`src/usb_tx_pkg.sv`:
```
`default_nettype none

package usb_tx_pkg;

    typedef logic [7:0]  byte_t;   // One stream byte
    typedef logic [15:0] crc16_t;  // CRC shift register

    // USB data CRC, x^16 + x^15 + x^2 + 1, shifted LSB first
    localparam crc16_t CRC16_INIT           = 16'hffff;
    localparam crc16_t CRC16_POLY_REFLECTED = 16'ha001;  // Bit-reversed 16'h8005

    // Upper nibble carries the inverted check copy of the lower nibble
    function automatic logic pid_is_valid(byte_t value);
        return value[7:4] == ~value[3:0];
    endfunction

endpackage

`default_nettype wire
```
`src/usb_tx_path.sv`:
```
`timescale 1ns/100ps
`default_nettype none

module usb_tx_path import usb_tx_pkg::*; #(
    parameter int FIFO_DEPTH = 16
) (
    input  wire logic  clock,
    input  wire logic  reset,

    input  wire logic  s_tvalid,
    output wire logic  s_tready,
    input  wire logic  s_tlast,
    input  wire byte_t s_tdata,

    input  wire logic  pid_valid,
    output wire logic  pid_ready,
    input  wire byte_t pid,
    output wire logic  pid_error,

    output wire logic  m_tvalid,
    input  wire logic  m_tready,
    output wire logic  m_tlast,
    output wire byte_t m_tdata
);

    logic  f_tvalid;  // FIFO head
    logic  f_tready;
    logic  f_tlast;
    byte_t f_tdata;
    logic  g_tvalid;  // Released payload
    logic  g_tready;
    logic  g_tlast;
    byte_t g_tdata;
    logic  t_tvalid;  // PID load
    logic  t_tready;
    byte_t t_tdata;
    logic  k_tvalid;  // Ordered PID and payload
    logic  k_tready;
    logic  k_tlast;
    byte_t k_tdata;

    stream_fifo #(
        .DEPTH (FIFO_DEPTH)
    ) u_fifo (
        .clock    (clock),
        .reset    (reset),
        .s_tvalid (s_tvalid),
        .s_tready (s_tready),
        .s_tlast  (s_tlast),
        .s_tdata  (s_tdata),
        .m_tvalid (f_tvalid),
        .m_tready (f_tready),
        .m_tlast  (f_tlast),
        .m_tdata  (f_tdata)
    );

    frame_gate u_gate (
        .clock     (clock),
        .reset     (reset),
        .pid_valid (pid_valid),
        .pid_ready (pid_ready),
        .pid       (pid),
        .pid_error (pid_error),
        .f_tvalid  (f_tvalid),
        .f_tready  (f_tready),
        .f_tlast   (f_tlast),
        .f_tdata   (f_tdata),
        .g_tvalid  (g_tvalid),
        .g_tready  (g_tready),
        .g_tlast   (g_tlast),
        .g_tdata   (g_tdata),
        .t_tvalid  (t_tvalid),
        .t_tready  (t_tready),
        .t_tdata   (t_tdata)
    );

    skid_loader #(
        .WIDTH       ($bits(byte_t)),
        .RESET_TDATA (1'b0)
    ) u_skid (
        .clock    (clock),
        .reset    (reset),
        .s_tvalid (g_tvalid),
        .s_tready (g_tready),
        .s_tlast  (g_tlast),
        .s_tdata  (g_tdata),
        .t_tvalid (t_tvalid),
        .t_tready (t_tready),
        .t_tlast  (1'b0),  // A PID never ends a frame
        .t_tdata  (t_tdata),
        .m_tvalid (k_tvalid),
        .m_tready (k_tready),
        .m_tlast  (k_tlast),
        .m_tdata  (k_tdata)
    );

    crc16_appender u_crc (
        .clock    (clock),
        .reset    (reset),
        .k_tvalid (k_tvalid),
        .k_tready (k_tready),
        .k_tlast  (k_tlast),
        .k_tdata  (k_tdata),
        .m_tvalid (m_tvalid),
        .m_tready (m_tready),
        .m_tlast  (m_tlast),
        .m_tdata  (m_tdata)
    );

endmodule

`default_nettype wire

```
`src/crc16_appender.sv`:
```
`timescale 1ns/100ps
`default_nettype none

module crc16_appender import usb_tx_pkg::*; (
    input  wire logic  clock,
    input  wire logic  reset,

    input  wire logic  k_tvalid,
    output logic       k_tready,
    input  wire logic  k_tlast,
    input  wire byte_t k_tdata,

    output logic       m_tvalid,
    input  wire logic  m_tready,
    output logic       m_tlast,
    output byte_t      m_tdata
);

    typedef enum logic [1:0] {ST_PID, ST_DATA, ST_CRC_LO, ST_CRC_HI} state_t;

    state_t state;
    crc16_t crc;
    logic   out_free;
    logic   k_take;
    logic   crc_out;   // Output slot taken by a CRC byte
    logic   load_out;

    // Reflected CRC, data bits enter LSB first
    function automatic crc16_t crc16_byte(crc16_t value, byte_t data);
        crc16_t r;
        r = value;
        for (int i = 0; i < 8; i++) begin
            if (r[0] ^ data[i]) begin
                r = (r >> 1) ^ CRC16_POLY_REFLECTED;
            end else begin
                r = r >> 1;
            end
        end
        return r;
    endfunction

    assign out_free = !m_tvalid || m_tready;
    assign k_tready = out_free && (state == ST_PID || state == ST_DATA);
    assign k_take   = k_tvalid && k_tready;
    assign crc_out  = out_free && (state == ST_CRC_LO || state == ST_CRC_HI);
    assign load_out = k_take || crc_out;

    always_ff @(posedge clock) begin
        if (reset) begin
            state    <= ST_PID;
            crc      <= CRC16_INIT;
            m_tvalid <= 1'b0;
        end else begin
            m_tvalid <= load_out || (m_tvalid && !m_tready);
            case (state)
                ST_PID: if (k_take) state <= ST_DATA;  // PID stays out of the CRC
                ST_DATA: begin
                    if (k_take) begin
                        crc <= crc16_byte(crc, k_tdata);
                        if (k_tlast) state <= ST_CRC_LO;
                    end
                end
                ST_CRC_LO: if (out_free) state <= ST_CRC_HI;
                default: begin
                    if (out_free) begin
                        state <= ST_PID;
                        crc   <= CRC16_INIT;  // Ready for the next packet
                    end
                end
            endcase
        end
    end

    always_ff @(posedge clock) begin
        if (k_take) begin
            m_tdata <= k_tdata;
            m_tlast <= 1'b0;  // Frame end moves to the CRC
        end else if (crc_out && state == ST_CRC_LO) begin
            m_tdata <= ~crc[7:0];
            m_tlast <= 1'b0;
        end else if (crc_out) begin
            m_tdata <= ~crc[15:8];
            m_tlast <= 1'b1;
        end
    end

endmodule

`default_nettype wire

```
`src/skid_loader.sv`:
```
`timescale 1ns/100ps
`default_nettype none

module skid_loader import usb_tx_pkg::*; #(
    parameter int WIDTH       = $bits(byte_t),
    parameter bit RESET_TDATA = 1'b0
) (
    input  wire logic             clock,
    input  wire logic             reset,

    input  wire logic             s_tvalid,
    output logic                  s_tready,
    input  wire logic             s_tlast,
    input  wire logic [WIDTH-1:0] s_tdata,

    input  wire logic             t_tvalid,
    output logic                  t_tready,
    input  wire logic             t_tlast,
    input  wire logic [WIDTH-1:0] t_tdata,

    output logic                  m_tvalid,
    input  wire logic             m_tready,
    output logic                  m_tlast,
    output logic [WIDTH-1:0]      m_tdata
);

    logic             m_valid_r;
    logic             m_last_r;
    logic [WIDTH-1:0] m_data_r;
    logic             t_valid_r;  // Temporary register full
    logic             t_last_r;
    logic [WIDTH-1:0] t_data_r;
    logic             s_ready_r;
    logic             t_ready_r;

    logic             m_free;
    logic             s_acc;
    logic             t_acc;
    logic             in_acc;
    logic             t_valid_next;
    logic             t_ready_next;

    assign s_tready = s_ready_r;
    assign t_tready = t_ready_r;
    assign m_tvalid = m_valid_r;
    assign m_tlast  = m_last_r;
    assign m_tdata  = m_data_r;

    assign m_free = !m_valid_r || m_tready;  // Output takes a new byte this edge
    assign s_acc  = s_tvalid && s_ready_r;
    assign t_acc  = t_tvalid && t_ready_r;
    assign in_acc = s_acc || t_acc;          // Never both, readies are exclusive

    // Temp holds whatever could not move straight to the output
    assign t_valid_next = !m_free && (t_valid_r || in_acc);

    // A waiting load wins the next free slot over the source
    assign t_ready_next = !t_valid_next && t_tvalid && !t_acc;

    always_ff @(posedge clock) begin
        if (reset) begin
            m_valid_r <= 1'b0;
            t_valid_r <= 1'b0;
            s_ready_r <= 1'b0;
            t_ready_r <= 1'b0;
        end else begin
            m_valid_r <= t_valid_r || in_acc || (m_valid_r && !m_tready);
            t_valid_r <= t_valid_next;
            s_ready_r <= !t_valid_next && !t_ready_next;
            t_ready_r <= t_ready_next;
        end
    end

    always_ff @(posedge clock) begin
        if (RESET_TDATA && reset) begin
            m_data_r <= '0;
            m_last_r <= 1'b0;
        end else if (m_free) begin
            if (t_valid_r) begin
                m_data_r <= t_data_r;  // Drain temp first
                m_last_r <= t_last_r;
            end else if (t_acc) begin
                m_data_r <= t_tdata;
                m_last_r <= t_tlast;
            end else if (s_acc) begin
                m_data_r <= s_tdata;
                m_last_r <= s_tlast;
            end
        end

        if (!t_valid_r && !m_free && in_acc) begin
            t_data_r <= t_acc ? t_tdata : s_tdata;
            t_last_r <= t_acc ? t_tlast : s_tlast;
        end
    end

endmodule

`default_nettype wire

```
`src/frame_gate.sv`:
```
`timescale 1ns/100ps
`default_nettype none

module frame_gate import usb_tx_pkg::*; (
    input  wire logic  clock,
    input  wire logic  reset,

    input  wire logic  pid_valid,
    output logic       pid_ready,
    input  wire byte_t pid,
    output logic       pid_error,

    input  wire logic  f_tvalid,
    output logic       f_tready,
    input  wire logic  f_tlast,
    input  wire byte_t f_tdata,

    output logic       g_tvalid,
    input  wire logic  g_tready,
    output logic       g_tlast,
    output byte_t      g_tdata,

    output logic       t_tvalid,
    input  wire logic  t_tready,
    output byte_t      t_tdata
);

    typedef enum logic {ST_IDLE, ST_PASS} state_t;

    state_t state;
    state_t state_next;
    logic   pid_ok;
    logic   pid_take;
    logic   drop_ready;  // Ready for a rejected PID
    logic   last_taken;

    assign pid_ok    = pid_is_valid(pid);
    assign t_tvalid  = (state == ST_IDLE) && pid_valid && pid_ok;
    assign t_tdata   = pid;
    assign pid_ready = pid_ok ? ((state == ST_IDLE) && t_tready) : drop_ready;
    assign pid_take  = pid_valid && pid_ready;

    // One frame flows straight through while passing
    assign g_tvalid   = (state == ST_PASS) && f_tvalid;
    assign f_tready   = (state == ST_PASS) && g_tready;
    assign g_tlast    = f_tlast;
    assign g_tdata    = f_tdata;
    assign last_taken = g_tvalid && g_tready && f_tlast;

    always_comb begin
        state_next = state;
        if (state == ST_IDLE && t_tvalid && t_tready) begin
            state_next = ST_PASS;  // PID now sits in the skid stage
        end else if (state == ST_PASS && last_taken) begin
            state_next = ST_IDLE;
        end
    end

    always_ff @(posedge clock) begin
        if (reset) begin
            state      <= ST_IDLE;
            drop_ready <= 1'b0;
            pid_error  <= 1'b0;
        end else begin
            state      <= state_next;
            drop_ready <= (state_next == ST_IDLE) && pid_valid && !pid_ok && !pid_take;
            pid_error  <= pid_take && !pid_ok;  // Single pulse per rejected PID
        end
    end

endmodule

`default_nettype wire

```
`src/stream_fifo.sv`:
```
`timescale 1ns/100ps
`default_nettype none

module stream_fifo import usb_tx_pkg::*; #(
    parameter int DEPTH = 16
) (
    input  wire logic  clock,
    input  wire logic  reset,

    input  wire logic  s_tvalid,
    output logic       s_tready,
    input  wire logic  s_tlast,
    input  wire byte_t s_tdata,

    output logic       m_tvalid,
    input  wire logic  m_tready,
    output logic       m_tlast,
    output byte_t      m_tdata
);

    localparam int AW = $clog2(DEPTH);
    localparam logic [AW:0] FULL_COUNT = (AW + 1)'(DEPTH);

    byte_t         data_mem [DEPTH];
    logic          last_mem [DEPTH];  // Frame end flag per entry
    logic [AW-1:0] wr_ptr;
    logic [AW-1:0] rd_ptr;
    logic [AW:0]   count;
    logic [AW:0]   count_next;
    logic          ready_r;
    logic          wr_en;
    logic          rd_en;

    assign wr_en    = s_tvalid && ready_r;
    assign rd_en    = m_tvalid && m_tready;
    assign s_tready = ready_r;
    assign m_tvalid = (count != '0);
    assign m_tdata  = data_mem[rd_ptr];  // Show-ahead head entry
    assign m_tlast  = last_mem[rd_ptr];

    always_comb begin
        count_next = count;
        if (wr_en && !rd_en) begin
            count_next = count + 1'b1;
        end else if (rd_en && !wr_en) begin
            count_next = count - 1'b1;
        end
    end

    always_ff @(posedge clock) begin
        if (reset) begin
            wr_ptr  <= '0;
            rd_ptr  <= '0;
            count   <= '0;
            ready_r <= 1'b0;
        end else begin
            if (wr_en) wr_ptr <= wr_ptr + 1'b1;  // Wraps at DEPTH
            if (rd_en) rd_ptr <= rd_ptr + 1'b1;
            count   <= count_next;
            ready_r <= (count_next != FULL_COUNT);
        end
    end

    always_ff @(posedge clock) begin
        if (wr_en) begin
            data_mem[wr_ptr] <= s_tdata;
            last_mem[wr_ptr] <= s_tlast;
        end
    end

endmodule

`default_nettype wire

```
`config.mk`:
```
export PLATFORM = sky130hd
export DESIGN_NAME = usb_tx_path
export DESIGN_NICKNAME = d
export VERILOG_FILES = /design/src/usb_tx_pkg.sv /design/src/usb_tx_path.sv /design/src/crc16_appender.sv /design/src/skid_loader.sv /design/src/frame_gate.sv /design/src/stream_fifo.sv
export SDC_FILE = /design/constraint.sdc
export NUM_CORES = 1
export LEC_CHECK = 0
export BUFFER_PORTS_ARGS = -buffer_cell sky130_fd_sc_hd__buf_2
export CAP_MARGIN = 25
export CELL_PAD_IN_SITES_DETAIL_PLACEMENT = 0
export CELL_PAD_IN_SITES_GLOBAL_PLACEMENT = 1
export CORE_MARGIN = 2
export CORE_UTILIZATION = 53
export DETAILED_ROUTE_END_ITERATION = 10
export MAX_ROUTING_LAYER = met4
export PLACE_DENSITY_LB_ADDON = 0.1
export SLEW_MARGIN = 20
export SYNTH_ARGS = -nofsm -noshare
export SYNTH_HDL_FRONTEND = slang
export SYNTH_SLANG_ARGS = --single-unit
```
`constraint.sdc`:
```
create_clock -name clock -period 2.7 [get_ports clock]
set_input_delay 0.135 -clock clock [delete_from_list [all_inputs] [get_ports clock]]
set_output_delay 0.135 -clock clock [all_outputs]
set_load 0.01 [all_outputs]
```
* Word level (Yosys, flattened, before mapping) *
Memories as Yosys holds them, arrays and structs flattened. A register that Yosys moved wholly into a read port is not among the register bits.
Index checks and enable logic that the tools add are counted.

cells by class
  bitwise gates (word level) = 22
  add/sub/neg operators = 4
  mux-type cells = 59
  reductions and logical operators = 65
  eq/ne operators = 9

operators by type and width
  kind                                                                     number
  16-bit 2-to-1 mux                                                        31
  8-bit 2-to-1 mux                                                         7
  1-bit logical AND                                                        32
  16-bit case mux with 2 select lines                                      1
  2-bit inverter with 3-bit output                                         8
  4-bit 2-to-1 mux                                                         4
  8-bit inverter                                                           2
  1-bit zero test                                                          13
  2-bit 2-to-1 mux                                                         5
  5-bit 2-to-1 mux                                                         2
  1-bit logical OR                                                         9
  3-bit nonzero test                                                       3
  4-bit by 1-bit adder with 4-bit output, second input constant            2
  1-bit 2-to-1 mux                                                         8
  1-bit XOR                                                                8
  2-bit by 1-bit inequality test with 1-bit output, second input constant  3
  2-bit case mux with 3 select lines                                       1
  5-bit by 1-bit adder with 5-bit output, second input constant            1
  5-bit inequality test, second input constant                             1
  5-bit AND reduction                                                      1
  5-bit nonzero test                                                       1
  5-bit by 1-bit subtractor with 5-bit output, second input constant       1
  2-bit == test, second input constant                                     2
  4-bit == test                                                            1
  9 further kinds                                                          12

storage, ports and cells
  register bits after elaboration = 67
  memories = 2
  bits in writable memories = 144

memory list
  name             words  bits a word  read ports  clocked after memory_dff  write ports  line               source
  u_fifo.data_mem  16     8            1           1                         1            stream_fifo.sv:24  byte_t data_mem [DEPTH];
  u_fifo.last_mem  16     1            1           1                         1            stream_fifo.sv:25  logic last_mem [DEPTH];

* Depth between registers and ports, before layout *
Gate-level depths: netlist (run 1).

  word-level depth = 41
  mapped depth = 9

* Modules after synthesis *
Synthesis (run 1) repeated with hierarchy kept, for this count alone.

unflattened totals
  cells, all modules = 577
  area, all modules = 9,290.2 um^2

by module, submodules not included
  module          area an instance (um^2)  cells an instance  instances  sequential area each (um^2)
  stream_fifo     6,374.9                  311                1          4,684.5
  crc16_appender  1,501.4                  150                1          640.6
  skid_loader     1,079.8                  78                 1          620.6
  frame_gate      330.3                    37                 1          60.1
  usb_tx_path     3.8                      1                  1          0.0

* Worst setup path after synthesis (run 1) *
No wires, ideal clock.

  path kind = reg2reg
  from = reg (tool-made name)
  to = reg u_skid.m_data_r[6] (netlist: u_skid.m_tdata[6]), data pin
  required time = 2,440 ps
  setup slack = 274 ps
  period minus slack after synthesis = 2,426 ps
  path buffers = 1
  arrival = 2,166 ps
  stages on the path, launching flop included = 6
  cell sequence = dfxtp_1 > buf_1 > mux4_2 > mux4_2 > mux2_2 > mux2_2

RTL lines
  what                  line               source
  end signal, assigned  skid_loader.sv:80  m_data_r <= t_data_r;
  end signal, assigned  skid_loader.sv:83  m_data_r <= t_tdata;
  end signal, assigned  skid_loader.sv:86  m_data_r <= s_tdata;
  end, declared         skid_loader.sv:29  logic [WIDTH-1:0] m_data_r;

==> results of run 1 <==
## flip-flops by register name (all words and copies together), names as in the netlist, 2 cells and up, named ones only
| signal | cells |
|---|---|
| u_crc.crc | 16 |
| u_crc.m_tdata | 8 |
| u_crc.state | 2 |
| u_fifo.count | 5 |
| u_fifo.data_mem | 128 |
| u_fifo.last_mem | 16 |
| u_fifo.rd_ptr | 4 |
| u_fifo.wr_ptr | 4 |
| u_skid.m_tdata | 8 |
| u_skid.t_data_r | 8 |
## worst min path at each step
stage	to	slack, ns	cells after the start
after floorplan	u_fifo.data_mem[0][0]	0.23	0
after global placement	u_gate.drop_ready	0.43	1
after detailed placement	u_gate.drop_ready	0.44	1
after CTS	u_fifo.data_mem[1][7]	0.003	1
after global routing	u_fifo.data_mem[0][5]	0.02	1
final	u_fifo.data_mem[3][5]	0.02	1
## metrics by stage
step                cell area [µm²]  cells  hold WS, ns
global route                  10400    848       0.0176
global placement               9550    804        0.431
detailed placement             9550    804        0.444
floorplan                      8970    544        0.234
CTS                           10400    848      0.00346
finish                        10400    848       0.0204
## per-layer routing
metal,global-route usage (%),up-vias,share of wire [%]
met3,2.95,24,3.7
met4,5.20,0,1.9
met1,26.5,2417,43
met5,-,-,0
met2,35.5,76,51
li1,-,2223,-
## cells in the final DEF (no fill, tap or decap), drive strengths merged, types with 12 or more instances in the layout
cell / synthesis / routed
clkbuf: 17 / 30
inv: 12 / 12
edfxtp: 170 / 170
o21ai: 12 / 12
mux4: 45 / 45
a21oi: 13 / 13
buf: 9 / 66
xor2: 13 / 13
xnor2: 18 / 18
nand2b: 18 / 18
ha: 12 / 12
mux2: 21 / 21
dfxtp: 45 / 45
nand2: 22 / 22
nor2: 42 / 42
## worst max-delay path, cell delays in order (launching register included)
cell,delay [ns]
dfxtp_2,0.35
buf_12,0.20
mux4_1,0.58
mux4_2,0.49
mux2_2,0.29
mux2_2,0.26
## Yosys cell counts, drive strengths merged, types with 2 or more instances
cell type	count	area [µm²]
a21oi	13	65.1
a31oi	2	12.5
and3	3	18.8
buf	9	68.8
clkbuf	17	63.8
dfxtp	45	901
edfxtp	170	5100
ha	12	150
inv	12	45.0
maj3	2	20.0
mux2	21	236
mux2i	8	80.1
mux4	45	1050
nand2	22	82.6
nand2b	18	113
nand3	4	20.0
nand3b	6	45.0
nand4	4	25.0
nand4b	2	17.5
nor2	42	158
nor2b	4	25.0
nor3	11	55.1
nor3b	3	22.5
o211ai	2	15.0
o21ai	12	60.1
o22ai	6	37.5
xnor2	18	158
xnor3	4	90.1
xor2	13	114
## power by group through the flow
stage,logic (µW),clock network (µW),registers (µW)
2_1_floorplan,113,0,3670
3_3_place_gp,196,0,3670
3_5_place_dp,203,0,3670
4_1_cts,208,3330,3600
5_1_grt,228,3460,3600
6_report,205,3250,3600
## cell families after synthesis
group / Yosys count / synth area share [%]
DFF: 215 / 67.0
and+or+nand+nor: 125 / 6.98
muxes: 74 / 15.2
AOI/OAI and AO/OA: 43 / 2.92
buffers and inverters: 38 / 1.98
xor gates and xnor gates: 35 / 4.03
adders and majority gates: 14 / 1.90
## area by class of cell
class / count / area (µm²)
Clock buffer: 30 / 602
Clock inverter: 10 / 179
Fill cell: 1232 / 6210
Inverter: 12 / 45.0
Multi-Input combinational cell: 291 / 2790
Sequential cell: 215 / 6010
Tap cell: 220 / 275
Timing Repair Buffer: 70 / 475
## timing repair
action,4_1_cts,5_1_grt
buffers inserted,0,0
resized for setup,0,1
setup endpoints to repair,0,9
hold endpoints to repair,33,0
hold buffers,4,0
==> results, run 1 <==
- The number of levels the H-tree was split into is 1.
- The number of nets handed over by synthesis was 578.
- The antenna diode instance count is 0.
- The max-capacitance violation count is 0.
- The final wirelength is 17500 µm.
- Counting the buffers created by CTS gives 23.
- Per report_power, the clock group accounts for 46.0% of the total.
- Cells with a size suffix above 1 make up 25.6% of the layout.
- The path class of the tightest hold or removal check is in -> reg.
- The core utilization of the finished layout is 62.6%.
- The detailed-route DRC error count is 0.
- From synthesis to final layout, the design area changed by 15.7%.
- The count of nets left with antenna violations once routing finished came out at 0.
- The clock-pin slew reported for the worst setup and hold paths after clock tree synthesis is 0.06 ns.
- The share of the clock period used by the worst path after layout is 90.3%.
- The worst path setup slack after routing is 0.263 ns.
- The synthesized design contains 170 enable-type register cells.
- The die outline height is around 130 µm.
- Using the TritonRoute via totals, the vias-per-cell ratio works out to 5.59.
- Data on the critical path is required at its endpoint by 2.95 ns.
- The count of input and output buffers is 34.
- At the placement stage, the worst setup path has a slack of 0.207 ns.
- The initial antenna violation count is 0.
- IR analysis of the VDD net gives a maximum drop of between 500 and 600 µV.
- The average wire per cell in the routed design is 20.7 µm.
- The placer congestion estimate is 0.860.
- The net switching power is 1340 µW.
- The mapped netlist covers 8970 µm².
- Headroom to the max-slew limit came out at roughly 51%.
- The die covers 18000 µm².
- At the pin with the least slew margin, the transition time is 0.730 ns.
- The final max-slew violation count is 0.
- Synthesis produced 544 cells.
- The critical path is of the reg -> reg type.
- The time the final worst path needs with I/O delays and setup is between 2 and 2.5 ns.
- The clock insertion delay at the later pin of the skew report is approximately 0.50 ns.
- In the final design database the tool counted 647 nets.
- The run finished with clean final reports.
- Adding up every negative setup slack in the final design gives 0 ns.
- Global routing finished with a remaining overflow of 0.
- The longest clock path from root to sink contains 3 buffers.
- For the final database, setup skew stands at 0.00793 ns.
- The worst setup path is captured at a flip-flop.
- The number of failing setup endpoints in the final timing report is 0.
- The area of the placeable core is between 15000 and 20000 µm².
- After synthesis the netlist holds a flip-flop and latch count of 215.
- The most critical setup path has its endpoint at u_skid.m_tdata[5].
- The startpoint of the tightest hold check path is s_tdata[5].
- Setup slack on the worst reg-to-reg path comes out at 0.26 ns.
- The floorplan has 47 rows.
- Setup repair after global routing left no endpoint under its margin.
- The number of warnings reported in the yosys synthesis log is 0.
- The startpoint class of the critical path is a flip-flop.
- The relative contribution of sequential cells to total power is 51.1%.
- The pre-antenna-repair detailed-routing pass consisted of 6 iterations.
- The number of cells on the worst reg-to-reg path is 5.
- The effective utilization at floorplan is 54.1%.
- Combinational logic is responsible for 2.9% of the overall power.
- Entering global routing, the biggest net connects 43 pins.
- Among all flip-flop cells after synthesis, the most frequent one is edfxtp_1.
- The maximum frequency from static timing analysis is between 400 and 500 MHz.
- The top fanout value on the critical path is 22.
- The total power consumption of the routed design is 7050 µW.
- The number of sinks driven by the clock tree is ~220.
- The floorplan die width is 134 µm.
- The leakage power total is 0.00353 µW.
- In this run switching power makes up 19.0% of total power.
- The cell internal power dissipation is 5710 µW.
- TritonCTS built the clock tree.
- Data on the critical path arrives at its endpoint at 2.69 ns.
- The root buffer cell chosen for the clock tree is clkbuf_16.
- The average size of a mapped cell is ~16 µm².
- Detailed placement ended at an HPWL of approximately 12000 µm.
- The boundary pin count is 35.
- Global routing used between 20 and 25% of the available tracks.
- The vias after detailed routing is 4740.
- The synthesized netlist contains 47 unique library cells.
- The via count of the first global-routing pass is 4839.
- After synthesis, flip-flops and latches occupy 67.0% of the total area.
- The final hold violation count came to 0.
- For this block, the initial DRC count from the detailed router was between 200 and 300.
- For this design the ratio of total power to cell area is 680 nW/µm².
- In this run the critical register-to-register path is captured at u_skid.m_tdata[5].
- In the synthesized netlist the async set-or-reset flop fraction comes to 0%.
- The global-route wire length before repair is between 20000 and 30000 µm.
Note: power is estimated with default switching activity, not from simulation.
==> run 2, diff against run 1 <==
==> constraint.sdc (replaced) <==
create_clock -name clock -period 2.6 [get_ports clock]
set_input_delay 0.13 -clock clock [delete_from_list [all_inputs] [get_ports clock]]
set_output_delay 0.13 -clock clock [all_outputs]
set_load 0.01 [all_outputs]
==> run 2 against run 1 <==
Net effect:
- critical path depth unchanged
- core utilization up 0.16 points
- via count about the same
- clock power up 2%
- power up 3.0%
- maximum frequency down 3.1%
- setup slack worse by 0.18 ns
- register-to-register slack worse by 0.18 ns
- sequential power up 4%
- worst hold slack worse by 0.017 ns
- highest routed layer unchanged
==> results, run 2 (synthesized netlist as in run 1, its figures left out) <==
- The flow ran to the end, and the final reports show no timing, DRC or antenna violations.
- Post-CTS timing repair inserted 0 buffers for setup.
- TritonCTS built the clock tree.
- The met3 wire length is 825 µm.
- The startpoint class of the critical path is a flip-flop.
- The end of the critical path is u_skid.m_tdata[5].
- The time the final worst path needs with I/O delays and setup is 2.51 ns.
- Detailed placement finished with a half-perimeter wire length of 11100 µm.
- Summing all multi-input logic gate instances after layout gives around 2800 µm².
- For the worst-skew pair, the clock arrives at the later sink with an insertion delay of 0.52 ns.
- The largest registers in the layout are u_fifo.data_mem x128, u_crc.crc x16, u_fifo.last_mem x16.
- In this run the register-to-register setup slack is between 0.08 and 0.09 ns.
- The final hold violation count was 0.
- In the routed layout, each cell is associated on average with a via count of about 5.6.
- The max-capacitance violation count is 0.
- After filler insertion, the fill cell instance count of the layout stands at 1250.
- The aggregate global routing overflow is 0.
- Across the whole layout, storage elements account for 6010 µm².
- The number of levels the H-tree was split into is 1.
- The via count of the first global-routing pass came to 4794.
- For this block, the routed nets add up to approximately 17000 µm of wire.
- The sum of met2 wire segment lengths after detailed routing is 8560 µm.
- Measured against its own limit, the worst slew margin works out to 50.6%.
- In this run the remaining antenna-violating nets after routing total 0.
- Entering global routing, the biggest net connects 43 pins.
- The path type of the worst min-delay path is in -> reg.
- The reg-to-reg critical path endpoint is u_skid.m_tdata[5].
- The antenna diode instance count is 0.
- The clock tree skew after final layout is 0.0200 ns.
- The critical path class is reg -> reg.
- The initial utilization of the core area, before any placement, comes to between 50% and 60%.
- The initial antenna violation count is 0.
- The floorplan die width is 134 µm.
- The highest metal layer used by the detailed router is met4.
- The clock-pin slew reported for the worst setup and hold paths after clock tree synthesis is 0.06 ns.
- The transition time of the tightest slew-check pin is 0.742 ns.
- The met1 wire length is 7410 µm.
- In this run, the number of DRC markers left after iteration 0 of detailed routing was ~320.
- The first-pass detailed-route iteration total is 4.
- The area of the placeable core is about 17000 µm².
- The average wire per cell in the routed design is 20.3 µm.
- The top cell types in the final layout, fill and taps aside, are edfxtp_1 (170), dfxtp_1 (44), nor2_1 (42).
- The die outline height is between 100 and 150 µm.
- The boundary pin count is 35.
- The register with the most flip-flops in the layout has 128 of them.
- The area of all placed cells without fillers is 10400 µm².
- After layout, the worst path uses between 90% and 100% of the clock period.
- Setup repair after global routing left no endpoint under its margin.
- The final max-slew violation count is 0.
- The final route contains 4742 vias.
- Global routing consumed, over all layers together, 20.5% of the routing resources.
- The number of failing setup endpoints in the final timing report is 0.
- For this run, design rule violations remaining after detail routing come to 0.
- After routing, the total negative slack on setup checks comes to 0 ns.
- The longest clock path from root to sink contains 3 buffers.
- Summed over all cells, the static leakage comes to around 0.0036 µW.
- For the worst setup path, the data required time is ~2.9 ns.
- The count of buffers added on input and output ports is 34.
- The cell at the root of the clock tree is clkbuf_16.
- The placer congestion estimate is 0.818.
- The layout overhead on the synthesized area is 16.0%.
- Counting flops per register, the top entry is u_fifo.data_mem.
- The worst path arrival time is ~2.8 ns.
- The library cell used most frequently in the layout, excluding fill and tap cells, is edfxtp_1.
- The total power consumption of the routed design is between 7000 and 8000 µW.
- The worst hold-check slack is 0.00297 ns.
- The total power density per cell area is 698 nW/µm².
- The first global-routing pass estimated roughly 27000 µm of wire.
- The share of layout cells above drive strength 1 is 25.9%.
- The top fanout value on the critical path is 27.
- The number of sinks driven by the clock tree is around 220.
- The endpoint kind of the worst setup timing path is a flip-flop.
- Summing all placed instances gives a cell area of 9540 µm².
- The number of buffers added by the clock tree synthesis step is 23.
- The floorplan step defined a die boundary enclosing ~18000 µm².
- The number of cell instances on the worst register-to-register path is 5.
- The net count of the finished layout is 650.
- The floorplan has 47 rows.
- The highest ir drop seen on vdd is between 500 and 600 µV.
- For this run, the top clock speed supported by timing is 398 MHz.
==> run 2: changes by cell type in the layout (fill, tap and decap cells not counted) <==
| cell | before | now |
|---|---|---|
| dlygate4sd3_1 | 4 | 8 |
| clkbuf_1 | 7 | 3 |
| clkbuf_8 | 0 | 2 |
| clkinv_2 | 2 | 6 |
| clkinv_1 | 1 | 3 |
| clkinvlp_4 | 2 | 0 |
| inv_16 | 0 | 1 |
| bufinv_16 | 5 | 3 |
| clkinv_4 | 0 | 1 |
| buf_4 | 30 | 29 |
==> run 2: cell type report <==
type / instances / area share, %
Clock inverter: 14 / 1.54
Clock buffer: 28 / 5.91
Multi-Input combinational cell: 291 / 26.8
Tap cell: 220 / 2.65
Timing Repair Buffer: 73 / 4.88
Sequential cell: 215 / 57.8
Inverter: 12 / 0.433
==> run 2: worst min-delay path by stage <==
stage | start | to | slack [ns] | cells past startpoint
3_5_place_dp | u_gate.drop_ready | u_gate.drop_ready | 0.44 | 1
6_report | s_tdata[2] | u_fifo.data_mem[12][2] | 0.003 | 1
2_1_floorplan | s_tdata[0] | u_fifo.data_mem[0][0] | 0.23 | 0
5_1_grt | s_tdata[0] | u_fifo.data_mem[6][0] | 0.01 | 1
4_1_cts | s_tdata[0] | u_fifo.data_mem[6][0] | 0.005 | 1
3_3_place_gp | u_gate.drop_ready | u_gate.drop_ready | 0.43 | 1
==> run 2: worst max-delay path, cell delays in order (launching register included) <==
cell     delay [ns]
dfxtp_2        0.35
buf_12         0.23
mux4_1         0.58
mux4_2         0.50
mux2_2         0.30
mux2_2         0.27
==> run 2: metrics by stage <==
stage	std cells	setup slack (ns)	utilization (%)
floorplan	544	0.174	-
finish	853	0.0857	62.7
detailed placement	803	0.0901	57.5
CTS	853	0.0713	62.7
global route	853	0.0149	62.7
global placement	803	0.142	57.5
==> run 2: power breakdown <==
| group | switching [µW] | internal (µW) | total, µW |
|---|---|---|---|
| Combinational | 132 | 90.0 | 222 |
| Clock | 1310 | 1990 | 3300 |
| Sequential | 13.0 | 3720 | 3740 |
| Total | 1460 | 5810 | 7260 |
==> run 2: metal layers <==
metal  GRT usage, %  up-vias
met5              -        -
met4           6.02        0
met3           3.70       35
met2           34.3       98
met1           25.8     2373
li1               -     2236
==> run 2: repair_timing <==
action	CTS	global route
hold buffers	8	0
gates resized for setup	0	1
setup endpoints to repair	0	18
hold endpoints to repair	110	0
